### src/source/vga_params.svh
`ifndef VGA_PARAMS_SVH
`define VGA_PARAMS_SVH

// SVGA 800x600 at 60 Hz, 40 MHz pixel clock, syncs active high.
`define H_ACTIVE    800
`define H_FRONT     40
`define H_SYNC      128
`define H_TOTAL     1056

`define V_ACTIVE    600
`define V_FRONT     1
`define V_SYNC      4
`define V_TOTAL     628

// Text rows: 16 glyphs of 8x16 cells, each pixel scaled by 2**SCALE_POW.
`define TEXT_COLS   16
`define TEXT_STAGES 4
`define TEXT_X      64
`define TEXT_Y0     100
`define TEXT_PITCH  80
`define SCALE_POW   2
`define CELL_HEIGHT 16

`define TEXT_COLOUR 12'hF00
`define BG_COLOUR   12'h00F

`endif

### src/source/font.mem
// One glyph row per line as two hex digits, bit 7 is the leftmost pixel.
// Eight rows per glyph, glyph 0 first. Glyph 0 stays blank.
00
00
00
00
00
00
00
00
18
24
42
7E
42
42
42
00
7C
42
42
7C
42
42
7C
00
3C
42
40
40
40
42
3C
00
78
44
42
42
42
44
78
00
7E
40
40
7C
40
40
7E
00
AA
55
AA
55
AA
55
AA
55
FF
FF
FF
FF
FF
FF
FF
FF

### src/source/vga_pkg.sv
package vga_pkg;

    // Pixel and line counters.
    typedef logic [10:0] coord_t;

    // 4 bits per channel, red in the top nibble.
    typedef logic [11:0] rgb_t;

    // Index into the 8-glyph font.
    typedef logic [2:0] glyph_t;

    // One font row. Bit 7 is the leftmost pixel.
    typedef logic [7:0] glyph_row_t;

    // Glyph position within a text row.
    typedef logic [3:0] col_t;

    // Line within a 16-line cell.
    typedef logic [3:0] line_t;

    // Selects one overlay stage for host writes.
    typedef logic [1:0] stage_t;

endpackage

### src/source/vga_timing.sv
`timescale 1ns/1ns
`include "vga_params.svh"

module vga_timing import vga_pkg::*; (
    input  logic   clk,
    input  logic   rst,
    output coord_t hcount,
    output coord_t vcount,
    output logic   hsync,
    output logic   vsync,
    output logic   hblnk,
    output logic   vblnk,
    output rgb_t   rgb
);

    localparam coord_t H_ACT    = coord_t'(`H_ACTIVE);
    localparam coord_t H_LAST   = coord_t'(`H_TOTAL - 1);
    localparam coord_t HS_START = coord_t'(`H_ACTIVE + `H_FRONT);
    localparam coord_t HS_END   = coord_t'(`H_ACTIVE + `H_FRONT + `H_SYNC);
    localparam coord_t V_ACT    = coord_t'(`V_ACTIVE);
    localparam coord_t V_LAST   = coord_t'(`V_TOTAL - 1);
    localparam coord_t VS_START = coord_t'(`V_ACTIVE + `V_FRONT);
    localparam coord_t VS_END   = coord_t'(`V_ACTIVE + `V_FRONT + `V_SYNC);

    coord_t hcnt;
    coord_t vcnt;

    always_ff @(posedge clk) begin
        if (rst) begin
            hcnt <= '0;
            vcnt <= '0;
        end else if (hcnt == H_LAST) begin
            hcnt <= '0;
            if (vcnt == V_LAST) begin
                vcnt <= '0;
            end else begin
                vcnt <= vcnt + 1'b1;
            end
        end else begin
            hcnt <= hcnt + 1'b1;
        end
    end

    // All outputs are decoded from the same count, so they leave aligned.
    always_ff @(posedge clk) begin
        if (rst) begin
            hcount <= '0;
            vcount <= '0;
            hsync  <= 1'b0;
            vsync  <= 1'b0;
            hblnk  <= 1'b1;
            vblnk  <= 1'b1;
            rgb    <= '0;
        end else begin
            hcount <= hcnt;
            vcount <= vcnt;
            hsync  <= (hcnt >= HS_START) && (hcnt < HS_END);
            vsync  <= (vcnt >= VS_START) && (vcnt < VS_END);
            hblnk  <= hcnt >= H_ACT;
            vblnk  <= vcnt >= V_ACT;
            rgb    <= ((hcnt < H_ACT) && (vcnt < V_ACT)) ? rgb_t'(`BG_COLOUR) : '0;
        end
    end

    assert property (@(posedge clk) disable iff (rst)
        hcount < coord_t'(`H_TOTAL))
        else $error("vga_timing: hcount reached H_TOTAL");

endmodule

### src/source/text_buffer.sv
`timescale 1ns/1ns
`include "vga_params.svh"

module text_buffer import vga_pkg::*; #(
    parameter int STAGE_INDEX = 0
) (
    input  logic   clk,
    input  logic   rst,
    input  logic   wr_en,
    input  stage_t wr_stage,
    input  col_t   wr_col,
    input  glyph_t wr_glyph,
    input  col_t   rd_col,
    output glyph_t glyph
);

    glyph_t mem [`TEXT_COLS];

    // Every stage sees the same write port and keeps only its own writes.
    always_ff @(posedge clk) begin
        if (rst) begin
            for (int i = 0; i < `TEXT_COLS; i++) begin
                mem[i] <= '0;
            end
            glyph <= '0;
        end else begin
            if (wr_en && (wr_stage == stage_t'(STAGE_INDEX))) begin
                mem[wr_col] <= wr_glyph;
            end
            glyph <= mem[rd_col];
        end
    end

endmodule

### src/source/font_rom.sv
`timescale 1ns/1ns

module font_rom import vga_pkg::*; (
    input  logic       clk,
    input  glyph_t     glyph,
    input  logic [2:0] row,
    output glyph_row_t pixels
);

    // Eight rows per glyph, glyph code in the upper address bits.
    glyph_row_t rom [64];

    initial begin
        $readmemh("/design/src/source/font.mem", rom);
    end

    always_ff @(posedge clk) begin
        pixels <= rom[{glyph, row}];
    end

endmodule

### src/source/text_overlay.sv
`timescale 1ns/1ns
`include "vga_params.svh"

module text_overlay import vga_pkg::*; #(
    parameter int STAGE_INDEX = 0,
    parameter int CHAR_YPOS   = `TEXT_Y0
) (
    input  logic   clk,
    input  logic   rst,
    input  logic   enable,
    input  logic   wr_en,
    input  stage_t wr_stage,
    input  col_t   wr_col,
    input  glyph_t wr_glyph,
    input  coord_t in_hcount,
    input  coord_t in_vcount,
    input  logic   in_hsync,
    input  logic   in_vsync,
    input  logic   in_hblnk,
    input  logic   in_vblnk,
    input  rgb_t   in_rgb,
    output coord_t out_hcount,
    output coord_t out_vcount,
    output logic   out_hsync,
    output logic   out_vsync,
    output logic   out_hblnk,
    output logic   out_vblnk,
    output rgb_t   out_rgb
);

    localparam coord_t X_MIN = coord_t'(`TEXT_X);
    localparam coord_t X_MAX = coord_t'(`TEXT_X + ((`TEXT_COLS << 3) << `SCALE_POW));
    localparam coord_t Y_MIN = coord_t'(CHAR_YPOS);
    localparam coord_t Y_MAX = coord_t'(CHAR_YPOS + (`CELL_HEIGHT << `SCALE_POW));

    coord_t hcount_i, hcount_ii, hcount_iii;
    coord_t vcount_i, vcount_ii, vcount_iii;
    logic   hsync_i, hsync_ii, hsync_iii;
    logic   vsync_i, vsync_ii, vsync_iii;
    logic   hblnk_i, hblnk_ii, hblnk_iii;
    logic   vblnk_i, vblnk_ii, vblnk_iii;
    rgb_t   rgb_i, rgb_ii, rgb_iii, rgb_nxt;

    col_t       char_xy, char_xy_nxt;
    line_t      char_line, char_line_nxt;
    glyph_t     glyph;
    glyph_row_t char_line_pixels;
    coord_t     pixel_index;
    logic [2:0] bit_index;

    // Each glyph is 32 pixels wide and each font line 4 lines high, so shifts suffice.
    assign char_xy_nxt = (in_hcount >= X_MIN) ?
                         col_t'(((in_hcount - X_MIN) >> 3) >> `SCALE_POW) : '0;
    assign char_line_nxt = (vcount_i >= Y_MIN) ?
                           line_t'((vcount_i - Y_MIN) >> `SCALE_POW) : '0;

    always_ff @(posedge clk) begin
        if (rst) begin
            char_xy   <= '0;
            char_line <= '0;
        end else begin
            char_xy   <= char_xy_nxt;
            char_line <= char_line_nxt;
        end
    end

    text_buffer #(
        .STAGE_INDEX(STAGE_INDEX)
    ) i_text_buffer (
        .clk      (clk),
        .rst      (rst),
        .wr_en    (wr_en),
        .wr_stage (wr_stage),
        .wr_col   (wr_col),
        .wr_glyph (wr_glyph),
        .rd_col   (char_xy),
        .glyph    (glyph)
    );

    // Each font row covers two cell lines.
    font_rom i_font_rom (
        .clk    (clk),
        .glyph  (glyph),
        .row    (char_line[3:1]),
        .pixels (char_line_pixels)
    );

    always_ff @(posedge clk) begin
        if (rst) begin
            {hcount_i, vcount_i, hsync_i, vsync_i, hblnk_i, vblnk_i} <= {22'd0, 4'b0011};
            {hcount_ii, vcount_ii, hsync_ii, vsync_ii, hblnk_ii, vblnk_ii} <= {22'd0, 4'b0011};
            {hcount_iii, vcount_iii, hsync_iii, vsync_iii, hblnk_iii, vblnk_iii} <=
                {22'd0, 4'b0011};
            {out_hcount, out_vcount, out_hsync, out_vsync, out_hblnk, out_vblnk} <=
                {22'd0, 4'b0011};
        end else begin
            {hcount_i, vcount_i, hsync_i, vsync_i, hblnk_i, vblnk_i} <=
                {in_hcount, in_vcount, in_hsync, in_vsync, in_hblnk, in_vblnk};
            {hcount_ii, vcount_ii, hsync_ii, vsync_ii, hblnk_ii, vblnk_ii} <=
                {hcount_i, vcount_i, hsync_i, vsync_i, hblnk_i, vblnk_i};
            {hcount_iii, vcount_iii, hsync_iii, vsync_iii, hblnk_iii, vblnk_iii} <=
                {hcount_ii, vcount_ii, hsync_ii, vsync_ii, hblnk_ii, vblnk_ii};
            {out_hcount, out_vcount, out_hsync, out_vsync, out_hblnk, out_vblnk} <=
                {hcount_iii, vcount_iii, hsync_iii, vsync_iii, hblnk_iii, vblnk_iii};
        end
    end

    always_ff @(posedge clk) begin
        rgb_i   <= in_rgb;
        rgb_ii  <= rgb_i;
        rgb_iii <= rgb_ii;
        out_rgb <= rgb_nxt;
    end

    // The font row for this pixel arrives together with stage III.
    always_comb begin
        pixel_index = (hcount_iii - X_MIN) >> `SCALE_POW;
        bit_index   = 3'd7 - pixel_index[2:0];
        rgb_nxt     = rgb_iii;
        if (enable && (hcount_iii >= X_MIN) && (hcount_iii < X_MAX) &&
            (vcount_iii >= Y_MIN) && (vcount_iii < Y_MAX)) begin
            if (char_line_pixels[bit_index]) begin
                rgb_nxt = rgb_t'(`TEXT_COLOUR);
            end
        end
    end

    assert property (@(posedge clk) disable iff (rst)
        !$past(rst, 4) |-> out_hsync == $past(in_hsync, 4))
        else $error("text_overlay %0d: hsync not delayed by four cycles", STAGE_INDEX);

endmodule

### src/source/vga_out.sv
`timescale 1ns/1ns
`include "vga_params.svh"

module vga_out import vga_pkg::*; (
    input  logic   clk,
    input  logic   rst,
    input  coord_t hcount,
    input  coord_t vcount,
    input  logic   hsync_in,
    input  logic   vsync_in,
    input  logic   hblnk,
    input  logic   vblnk,
    input  rgb_t   rgb_in,
    output logic   hsync,
    output logic   vsync,
    output logic   de,
    output rgb_t   rgb
);

    always_ff @(posedge clk) begin
        if (rst) begin
            hsync <= 1'b0;
            vsync <= 1'b0;
            de    <= 1'b0;
            rgb   <= '0;
        end else begin
            hsync <= hsync_in;
            vsync <= vsync_in;
            de    <= ~(hblnk | vblnk);
            rgb   <= (hblnk | vblnk) ? '0 : rgb_in;
        end
    end

    assert property (@(posedge clk) disable iff (rst) !de |-> rgb == '0)
        else $error("vga_out: colour not black while de is low");

    // Blanking decoded in vga_timing must still match the counts after the overlay chain.
    assert property (@(posedge clk) disable iff (rst)
        (hcount >= coord_t'(`H_ACTIVE)) || (vcount >= coord_t'(`V_ACTIVE)) |=> !de)
        else $error("vga_out: de high outside the active area");

endmodule

### src/source/vga_text_top.sv
`timescale 1ns/1ns
`include "vga_params.svh"

module vga_text_top import vga_pkg::*; (
    input  logic                      clk,
    input  logic                      rst,
    input  logic [`TEXT_STAGES-1:0]   enable,
    input  logic                      wr_en,
    input  stage_t                    wr_stage,
    input  col_t                      wr_col,
    input  glyph_t                    wr_glyph,
    output logic                      hsync,
    output logic                      vsync,
    output logic                      de,
    output rgb_t                      rgb
);

    // Entry i feeds overlay stage i; the last entry feeds the output stage.
    coord_t s_hcount [`TEXT_STAGES+1];
    coord_t s_vcount [`TEXT_STAGES+1];
    logic   s_hsync  [`TEXT_STAGES+1];
    logic   s_vsync  [`TEXT_STAGES+1];
    logic   s_hblnk  [`TEXT_STAGES+1];
    logic   s_vblnk  [`TEXT_STAGES+1];
    rgb_t   s_rgb    [`TEXT_STAGES+1];

    vga_timing i_vga_timing (
        .clk    (clk),
        .rst    (rst),
        .hcount (s_hcount[0]),
        .vcount (s_vcount[0]),
        .hsync  (s_hsync[0]),
        .vsync  (s_vsync[0]),
        .hblnk  (s_hblnk[0]),
        .vblnk  (s_vblnk[0]),
        .rgb    (s_rgb[0])
    );

    for (genvar i = 0; i < `TEXT_STAGES; i++) begin : g_stage
        text_overlay #(
            .STAGE_INDEX (i),
            .CHAR_YPOS   (`TEXT_Y0 + i * `TEXT_PITCH)
        ) i_text_overlay (
            .clk        (clk),
            .rst        (rst),
            .enable     (enable[i]),
            .wr_en      (wr_en),
            .wr_stage   (wr_stage),
            .wr_col     (wr_col),
            .wr_glyph   (wr_glyph),
            .in_hcount  (s_hcount[i]),
            .in_vcount  (s_vcount[i]),
            .in_hsync   (s_hsync[i]),
            .in_vsync   (s_vsync[i]),
            .in_hblnk   (s_hblnk[i]),
            .in_vblnk   (s_vblnk[i]),
            .in_rgb     (s_rgb[i]),
            .out_hcount (s_hcount[i+1]),
            .out_vcount (s_vcount[i+1]),
            .out_hsync  (s_hsync[i+1]),
            .out_vsync  (s_vsync[i+1]),
            .out_hblnk  (s_hblnk[i+1]),
            .out_vblnk  (s_vblnk[i+1]),
            .out_rgb    (s_rgb[i+1])
        );
    end

    vga_out i_vga_out (
        .clk      (clk),
        .rst      (rst),
        .hcount   (s_hcount[`TEXT_STAGES]),
        .vcount   (s_vcount[`TEXT_STAGES]),
        .hsync_in (s_hsync[`TEXT_STAGES]),
        .vsync_in (s_vsync[`TEXT_STAGES]),
        .hblnk    (s_hblnk[`TEXT_STAGES]),
        .vblnk    (s_vblnk[`TEXT_STAGES]),
        .rgb_in   (s_rgb[`TEXT_STAGES]),
        .hsync    (hsync),
        .vsync    (vsync),
        .de       (de),
        .rgb      (rgb)
    );

endmodule

### config.mk
export PLATFORM = sky130hd
export DESIGN_NAME = vga_text_top
export DESIGN_NICKNAME = d
export VERILOG_FILES = /design/src/source/vga_pkg.sv /design/src/source/vga_timing.sv /design/src/source/text_buffer.sv /design/src/source/font_rom.sv /design/src/source/text_overlay.sv /design/src/source/vga_out.sv /design/src/source/vga_text_top.sv
export VERILOG_INCLUDE_DIRS = /design/src /design/src/source
export SDC_FILE = /design/constraint.sdc
export NUM_CORES = 1
export LEC_CHECK = 0
export BUFFER_PORTS_ARGS = -buffer_cell sky130_fd_sc_hd__buf_2
export CAP_MARGIN = 20
export CELL_PAD_IN_SITES_DETAIL_PLACEMENT = 2
export CELL_PAD_IN_SITES_GLOBAL_PLACEMENT = 2
export CORE_UTILIZATION = 34
export CTS_CLUSTER_SIZE = 40
export DETAILED_ROUTE_END_ITERATION = 10
export PLACE_DENSITY = 0.77
export SLEW_MARGIN = 10
export SYNTH_ARGS = -nofsm -noshare
export SYNTH_HDL_FRONTEND = slang
export SYNTH_SLANG_ARGS = --single-unit
### constraint.sdc
create_clock -name clk -period 1.7 [get_ports clk]
set_input_delay 0.34 -clock clk [delete_from_list [all_inputs] [get_ports clk]]
set_output_delay 0.34 -clock clk [all_outputs]
set_load 0.1 [all_outputs]
Yosys cells after proc, flatten, opt, wreduce, memory -nomap -nowiden:

Index checks and enable logic that the tools add are counted.

* memories kept: 0
* bits in latches: 0
* register bits: 693
* bits in read-only memories: 0
* input bits: 16
* logic and storage cells: 208
* memory bits (writable): 0

* shifts and indexed selects: 0
* reduce and logical (&&, ||, !) cells: 21
* bitwise logic cells: 2
* $mul: 0
* mux-type cells: 18
* divide/modulo/power cells: 0
* order comparisons: 28
* eq/ne operators: 2
* add/sub/neg operators: 10

Operator list (count)
* 12-bit 2-to-1 mux: 8
* 11-bit by 10-bit < comparator with 1-bit output (second input constant): 8
* 11-bit by 7-bit greater-or-equal comparator with 1-bit output (second input constant): 5
* 11-bit by 10-bit greater-or-equal comparator with 1-bit output (second input constant): 4
* 11-bit by 1-bit adder with 11-bit output (second input constant): 2
* 11-bit by 9-bit greater-or-equal comparator with 1-bit output (second input constant): 2
* 11-bit by 8-bit < comparator with 1-bit output (second input constant): 2
* 11-bit by 9-bit < comparator with 1-bit output (second input constant): 2
* 5-bit by 1-bit subtractor with 5-bit output (second input constant): 4
* 1-bit logical AND: 19
* 3-bit by 4-bit < comparator with 1-bit output (second input constant): 4
* 1-bit binary-select mux with 3-bit select: 4
* 3-bit subtractor (first input constant): 4
* 11-bit by 10-bit == test with 1-bit output (second input constant): 1
* 11-bit == test (second input constant): 1
* 11-bit by 8-bit greater-or-equal comparator with 1-bit output (second input constant): 1
* 11-bit 2-to-1 mux: 1
* 1-bit 2-to-1 mux: 4
* 4-bit 2-to-1 mux: 1
* 2-bit OR reduction: 2
* 1-bit NOT: 1
* 1-bit bitwise OR: 1

Logic depth before layout (Yosys ltp):

Gate-level depths: netlist of run 1.

* depth after elaboration: 6
* gate-level depth with buffers: 7
* mapped depth without buffers: 5

Hierarchy:

Synthesis of run 1 repeated with hierarchy kept, for this count alone.

* cell total of the unflattened synthesis: 2370
* area total of the unflattened synthesis: 30653.1 sq um

By module, submodules not included
* text_buffer at g_stage[1].i_text_overlay.i_text_buffer ...: times used 2, cells an instance 193, sequential area each 1501.4 sq um, area an instance 2737.6 sq um
* text_overlay at g_stage[2].i_text_overlay: times used 1, cells an instance 339, sequential area each 3183.1 sq um, area an instance 4324.1 sq um
* text_overlay at g_stage[0].i_text_overlay: times used 1, cells an instance 333, sequential area each 3183.1 sq um, area an instance 4311.6 sq um
* text_overlay at g_stage[1].i_text_overlay: times used 1, cells an instance 327, sequential area each 3183.1 sq um, area an instance 4272.8 sq um
* text_overlay at g_stage[3].i_text_overlay: times used 1, cells an instance 331, sequential area each 3183.1 sq um, area an instance 4264.1 sq um
* text_buffer at g_stage[0].i_text_overlay.i_text_buffer: times used 1, cells an instance 194, sequential area each 1501.4 sq um, area an instance 2682.6 sq um
* text_buffer at g_stage[3].i_text_overlay.i_text_buffer: times used 1, cells an instance 193, sequential area each 1501.4 sq um, area an instance 2606.2 sq um
* vga_timing: times used 1, cells an instance 198, sequential area each 980.9 sq um, area an instance 1951.9 sq um
* vga_out: times used 1, cells an instance 33, sequential area each 300.3 sq um, area an instance 509.2 sq um
* font_rom: times used 4, cells an instance 9, sequential area each 0.0 sq um, area an instance 63.8 sq um

Worst setup path before layout of run 1:

Ideal clock, no wire load.

* path type: flip-flop to output port
* from: register, netlist name i_vga_out.rgb[2]
* to: output rgb[1]
* setup slack: -0.032 ns
* stages on the path, launching flop included: 2
* arrival: 1.392 ns
* path buffers: 1
* data required time: 1.360 ns
* cells stage by stage: dfxtp_1 buf_4

RTL lines
* end, declared: line vga_text_top.sv:15 `output rgb_t rgb`

Final worst setup path of run 1:

* from: register i_vga_timing.hcnt[8]
* to: register i_vga_timing.vcnt[10]

* longest elaborated chain between the ends: 1

RTL lines
* start, declared: line vga_timing.sv:25 `coord_t hcnt;`
* start signal, assigned: line vga_timing.sv:40 `hcnt <= hcnt + 1'b1;`
* 11-bit == test: line vga_timing.sv:32 `end else if (hcnt == H_LAST) begin`
* end signal, assigned: line vga_timing.sv:37 `vcnt <= vcnt + 1'b1;`
* end, declared: line vga_timing.sv:26 `coord_t vcnt;`

Every way passes these cells.
A chain may end at the register's enable or synchronous reset.

==> qor.csv, run 1 <==
metric,value,unit
crit_path_end_kind,flip-flop,
yosysWarnings,0,
gp_congestion,0.697,
io_buffers,8,
yosys-top-cells-area,"dfxtp_1, nor2b_1, or2_2",
fmax,633,MHz
seqCellArea,2220,um2
num_vias,2087,
grt-ovfl-total,0,
avgSynthCellArea,11.2,um2
cts-root-buf,clkbuf_8,
drv_cap,0,
clk_pin_slew,0.11,ns
worstPathArrival,1.88,ns
drtIter0Drc,19,
drcViolationCount,0,
synth_largest_type_area_fraction,63.4,%
finalClockSkew,0.00676,ns
start_util,35.5,%
irDropWorstVdd,0.428,mV
cts-hold-fix-buffers,0,
yosys_register_bits,111,
grt_pass1_vias,2271,
fin_crit,1.58,ns
place_inst,461,
synth.distinct_cells,40,
cts_buffers,9,
fin_cells,477,
row_count,36,
holdWs,0.339,ns
fin_nets,360,
layout.cells.most_common,dfxtp_1,
fp.coreArea,9860,um2
p_per_area,1090,nW/um2
clock_latency,0.36,ns
final_cell_mix,"dfxtp_1, nor2b_1, or2_2",
hpwl,4050,um
detail-route-antenna-nets,0,
wl_per_cell,12.7,um
synthCells,314,
nFillCells,1049,
grt_pass1_wl,10400,um
fin_crit_sh,92.9,%
cts_buffer_depth,2,
required,2.00,ns
startpoint_type,flip-flop,
finalHoldViolations,0,
antenna_found_initial,0,
critPathKind,reg2reg,
p_leak,1.56,nW
outcome,finished clean,
synth_edf_count,0,
yosysSeqAreaShare,63.4,%
io_pins,31,
critPathMaxFanout,6,
ys_async_sr_fraction,0,%
antenna_cells,0,
rsz0062_at_grt,false,
cts.sinks,111,
vias_per_cell,4.38,
drive_above_1_share,25.3,%
fp.dieW,104,um
track_usage,12.2,%
yosysTopAreaCell,dfxtp_1,
netlist_area,3500,um2
design.die.area,10700,um2
drt-total-wl,6050,um
multi_input_area,1160,um2
grt_max_degree,37,
hp-class,reg2reg,
slew_violations,0,
firstDrtPassIters,4,
htree_levels,3,
tritoncts,yes,
setup-violations-final,0,
timing.setup.tns,0,ns
area_growth,13.4,%
synth-main-ff-cell,dfxtp_1,
dieHeight,104,um
==> worst paths after layout <==
check,from,end,slack (ns),cells past startpoint
setup reg to reg,i_vga_timing.hcnt[8],i_vga_timing.vcnt[10],0.12,4
hold / removal,g_stage[0].i_text_overlay.rgb_iii[2],g_stage[0].i_text_overlay.out_rgb[2],0.34,0
hold reg to reg,g_stage[0].i_text_overlay.rgb_iii[2],g_stage[0].i_text_overlay.out_rgb[2],0.34,0
setup / recovery,i_vga_timing.hcnt[8],i_vga_timing.vcnt[10],0.12,4
==> per-stage QoR <==
stage | power [mW] | util, % | area, um2 | setup slack [ns]
finish | 4.32 | 40.3 | 3980 | 0.121
global route | 4.52 | 40.3 | 3980 | 0.000808
CTS | 4.40 | 40.3 | 3970 | 0.0532
detailed placement | 2.86 | 38.3 | 3780 | 0.0119
global placement | 2.86 | 38.3 | 3780 | 0.0935
floorplan | 2.84 | - | 3530 | 0.164
==> kinds of logic after synthesis <==
family | after synthesis | share of synthesized area, %
xor+xnor | 13 | 3.25
buf+inv | 27 | 4.25
other cells | 1 | 0.107
simple gates | 138 | 24.0
flops | 111 | 63.4
fa+ha+maj | 5 | 1.79
compound gates | 19 | 3.25
==> synthesized netlist by cell type (all sizes together), types with 7 or more instances <==
master	instances
dfxtp	111
buf	13
nor2b	34
nor2	16
nand3	9
or2	32
xor2	9
o21ai	7
nand2	10
a21oi	8
nand4	8
or3	7
clkbuf	9
==> critical path, stage by stage (launching register included) <==
cell	delay [ns]
dfxtp_1	0.39
nor3b_4	0.36
nand4_2	0.21
or3_1	0.42
a21oi_2	0.14
==> flip-flops by register name, indices dropped and copies added (netlist names), 4 cells and up <==
register and cells:
g_stage.i_text_overlay.hsync_i 4, g_stage.i_text_overlay.out_hblnk 4, g_stage.i_text_overlay.hblnk_ii 4, g_stage.i_text_overlay.hsync_ii 4
g_stage.i_text_overlay.rgb_i 4, g_stage.i_text_overlay.out_vblnk 4, g_stage.i_text_overlay.hblnk_iii 4, g_stage.i_text_overlay.vblnk_iii 4
g_stage.i_text_overlay.vsync_iii 4, g_stage.i_text_overlay.out_vsync 4, g_stage.i_text_overlay.hblnk_i 4, g_stage.i_text_overlay.out_hsync 4
i_vga_timing.hcnt 11, g_stage.i_text_overlay.rgb_ii 4, g_stage.i_text_overlay.vsync_i 4, g_stage.i_text_overlay.hsync_iii 4
g_stage.i_text_overlay.out_rgb 4, g_stage.i_text_overlay.rgb_iii 4, i_vga_timing.vcnt 11, g_stage.i_text_overlay.vblnk_i 4
g_stage.i_text_overlay.vsync_ii 4, g_stage.i_text_overlay.vblnk_ii 4
==> metal layers <==
metal / GRT usage (%) / wire, um / share of wire, %
met1: 12.8 / 2550 / 42
met3: 3.96 / 153 / 2.5
met5: 0 / 0 / 0
met2: 22.9 / 3290 / 54
met4: 3.73 / 61 / 1.0
==> layout make-up <==
cell class | count | share of cell area, %
Timing Repair Buffer | 29 | 5.29
Multi-Input combinational cell | 183 | 29.2
Inverter | 5 | 0.472
Clock inverter | 7 | 1.76
Tap cell | 133 | 4.19
Sequential cell | 111 | 55.9
Clock buffer | 9 | 3.12
==> power by group <==
group | total, mW | internal (mW) | switching, mW
Sequential | 2.65 | 2.64 | 0.00981
Combinational | 0.156 | 0.0313 | 0.125
Clock | 1.51 | 0.580 | 0.934
==> what timing repair did <==
| item | in CTS | in global routing |
|---|---|---|
| setup buffers | 0 | 0 |
| gates resized for setup | 1 | 1 |
| setup endpoints to repair | 3 | 4 |
| gates cloned | 0 | 0 |
(Power assumes the default switching activity.)
==> run 2: changes to the inputs <==
Settings changed: BUFFER_PORTS_ARGS -buffer_cell sky130_fd_sc_hd__buf_2 to -buffer_cell sky130_fd_sc_hd__buf_4, PLACE_DENSITY 0.77 to default, PLACE_DENSITY_LB_ADDON from default to 0.1.
==> run 2 against run 1 <==
Net effect: non-clock buffer count increased by 1; combinational power grew 3%; die area unchanged; sequential power is essentially flat; critical endpoint unchanged.
==> qor.csv, run 2 (synthesis results as in run 1) <==
metric,value,unit,change
outcome,finished clean,,
cts_resized,0,,-1
drcViolationCount,0,,unchanged
dieHeight,104,um,unchanged
rsz0062_at_grt,false,,
fp.coreArea,9860,um2,unchanged
cts_buffers,9,,unchanged
slowest_delay,0.41,ns,about the same
drive_above_1_share,25.2,%,-0.073 points
finalClockSkew,0.00436,ns,-0.00241 ns
hpwl,3820,um,-5.7%
fin_crit_sh,93.6,%,+0.69 points
holdPathStages,0,,unchanged
num_vias,2105,,+0.86%
critPathKind,reg2reg,,
crit_path_end_kind,flip-flop,,
p_leak,1.55,nW,-0.92%
r2r_slack,0.11,ns,about the same
startpoint_type,flip-flop,,
gp_congestion,0.681,,-2.4%
timing.rr.start,i_vga_timing.hcnt[8],,
clk_pin_slew,0.10,ns,about the same
vias_per_cell,4.40,,+0.65%
design.die.area,10700,um2,unchanged
antenna_cells,0,,unchanged
hp-class,reg2reg,,
critPathMaxFanout,6,,unchanged
area_growth,15.0,%,
reg2reg_depth,4,,unchanged
required,2.01,ns,about the same
grt_max_degree,37,,unchanged
fmax,629,MHz,-0.74%
grt_pass1_wl,10400,um,about the same
drt-total-wl,5780,um,-4.4%
path_buf_inv,0,,unchanged
row_count,36,,unchanged
setup-violations-final,0,,unchanged
reg_top3,"i_vga_timing.hcnt (11), i_vga_timing.vcnt (11)",,
htree_levels,3,,unchanged
power,4.38,mW,+1.4%
clock_latency,0.36,ns,about the same
layout.cells.most_common,dfxtp_1,,
holdCritStartpoint,g_stage[0].i_text_overlay.out_rgb[2],,
fin_crit,1.59,ns,+0.0117 ns
cts-root-buf,clkbuf_8,,
hold_end,g_stage[1].i_text_overlay.rgb_i[2],,
tritoncts,yes,,
fin_nets,361,,+0.28%
grt-ovfl-total,0,,unchanged
start_util,35.5,%,unchanged
track_usage,12.2,%,-0.040 points
cts.sinks,111,,unchanged
wl_per_cell,12.1,um,-4.6%
detail-route-antenna-nets,0,,unchanged
cts_buffer_depth,2,,unchanged
finalHoldViolations,0,,unchanged
fp.dieW,104,um,unchanged
p_per_area,1090,nW/um2,about the same
postCtsSetupRepairBufs,0,,unchanged
path_cells,nor3b_4 -> nand4_4 -> or3_1 -> a21oi_2,,
drv_cap,0,,unchanged
slew_violations,0,,unchanged
irDropWorstVdd,0.563,mV,+32%
cts-hold-fix-buffers,0,,unchanged
io_pins,31,,unchanged
worstPathArrival,1.90,ns,+0.02 ns
firstDrtPassIters,2,,-2
critical_path.top_delay_family,simple AND/OR/NAND/NOR gates,,
grt_pass1_vias,2203,,-3.0%
slowest_stage,nor3b_4,,
drtIter0Drc,30,,+11
antenna_found_initial,0,,unchanged
timing.setup.tns,0,ns,unchanged
io_buffers,8,,unchanged
final_cell_mix,"dfxtp_1, nor2b_1, or2_2",,
r2r-end,i_vga_timing.vcnt[10],,
-- run 2: changes by cell type in the layout (fill, tap and decap cells not counted), sizes merged --
cell	before	now
buf	29	30
bufinv	0	1
clkbuf	9	11
inv	10	7
-- run 2: layout make-up --
type,count,area (um2)
Fill cell,1048,5840
Inverter,5,18.8
Multi-Input combinational cell,183,1190
Clock buffer,11,131
Tap cell,133,166
Timing Repair Buffer,30,238
Sequential cell,111,2220
Clock inverter,5,63.8
-- run 2: power breakdown --
part	internal [mW]	total (mW)	switching, mW
combinational	0.0351	0.161	0.126
sequential	2.64	2.65	0.00954
clock	0.700	1.57	0.872
-- run 2: layer usage --
metal,vias up,share of wire (%),global-route usage (%)
li1,1049,-,-
met1,1027,46,14.1
met2,20,49,20.3
met3,9,3.8,4.53
met4,0,1.4,4.66
met5,-,0,0
-- run 2: stage by stage --
| step | instances | hold slack (ns) | area [um2] | util [%] | setup slack (ns) |
|---|---|---|---|---|---|
| finish | 478 | 0.335 | 4030 | 40.8 | 0.109 |
| global placement | 462 | 0.312 | 3810 | 38.6 | 0.133 |
| detailed placement | 462 | 0.316 | 3810 | 38.6 | 0.0903 |
| global route | 478 | 0.347 | 4030 | 40.8 | 0.0170 |
| floorplan | 321 | 0.310 | 3530 | - | 0.164 |
| CTS | 478 | 0.341 | 4000 | 40.6 | 0.0498 |
-- run 2: worst max path at each step --
stage                               from                    end  cells after the start
finish              i_vga_timing.hcnt[8]  i_vga_timing.vcnt[10]                      4
global route        i_vga_timing.hcnt[0]   i_vga_timing.vcnt[5]                      7
CTS                 i_vga_timing.hcnt[0]  i_vga_timing.vcnt[10]                      6
detailed placement  i_vga_timing.hcnt[0]  i_vga_timing.vcnt[10]                      6
global placement    i_vga_timing.hcnt[0]  i_vga_timing.vcnt[10]                      6
floorplan           i_vga_timing.hcnt[0]  i_vga_timing.vcnt[10]                      6
-- run 2: worst reg2reg max path, delay by kind of cell (launching register included) --
| family | cells | cell delay [ns] |
|---|---|---|
| AO/OA/AOI/OAI | 1 | 0.13 |
| flip-flops | 1 | 0.40 |
| AND/OR/NAND/NOR | 3 | 1.00 |
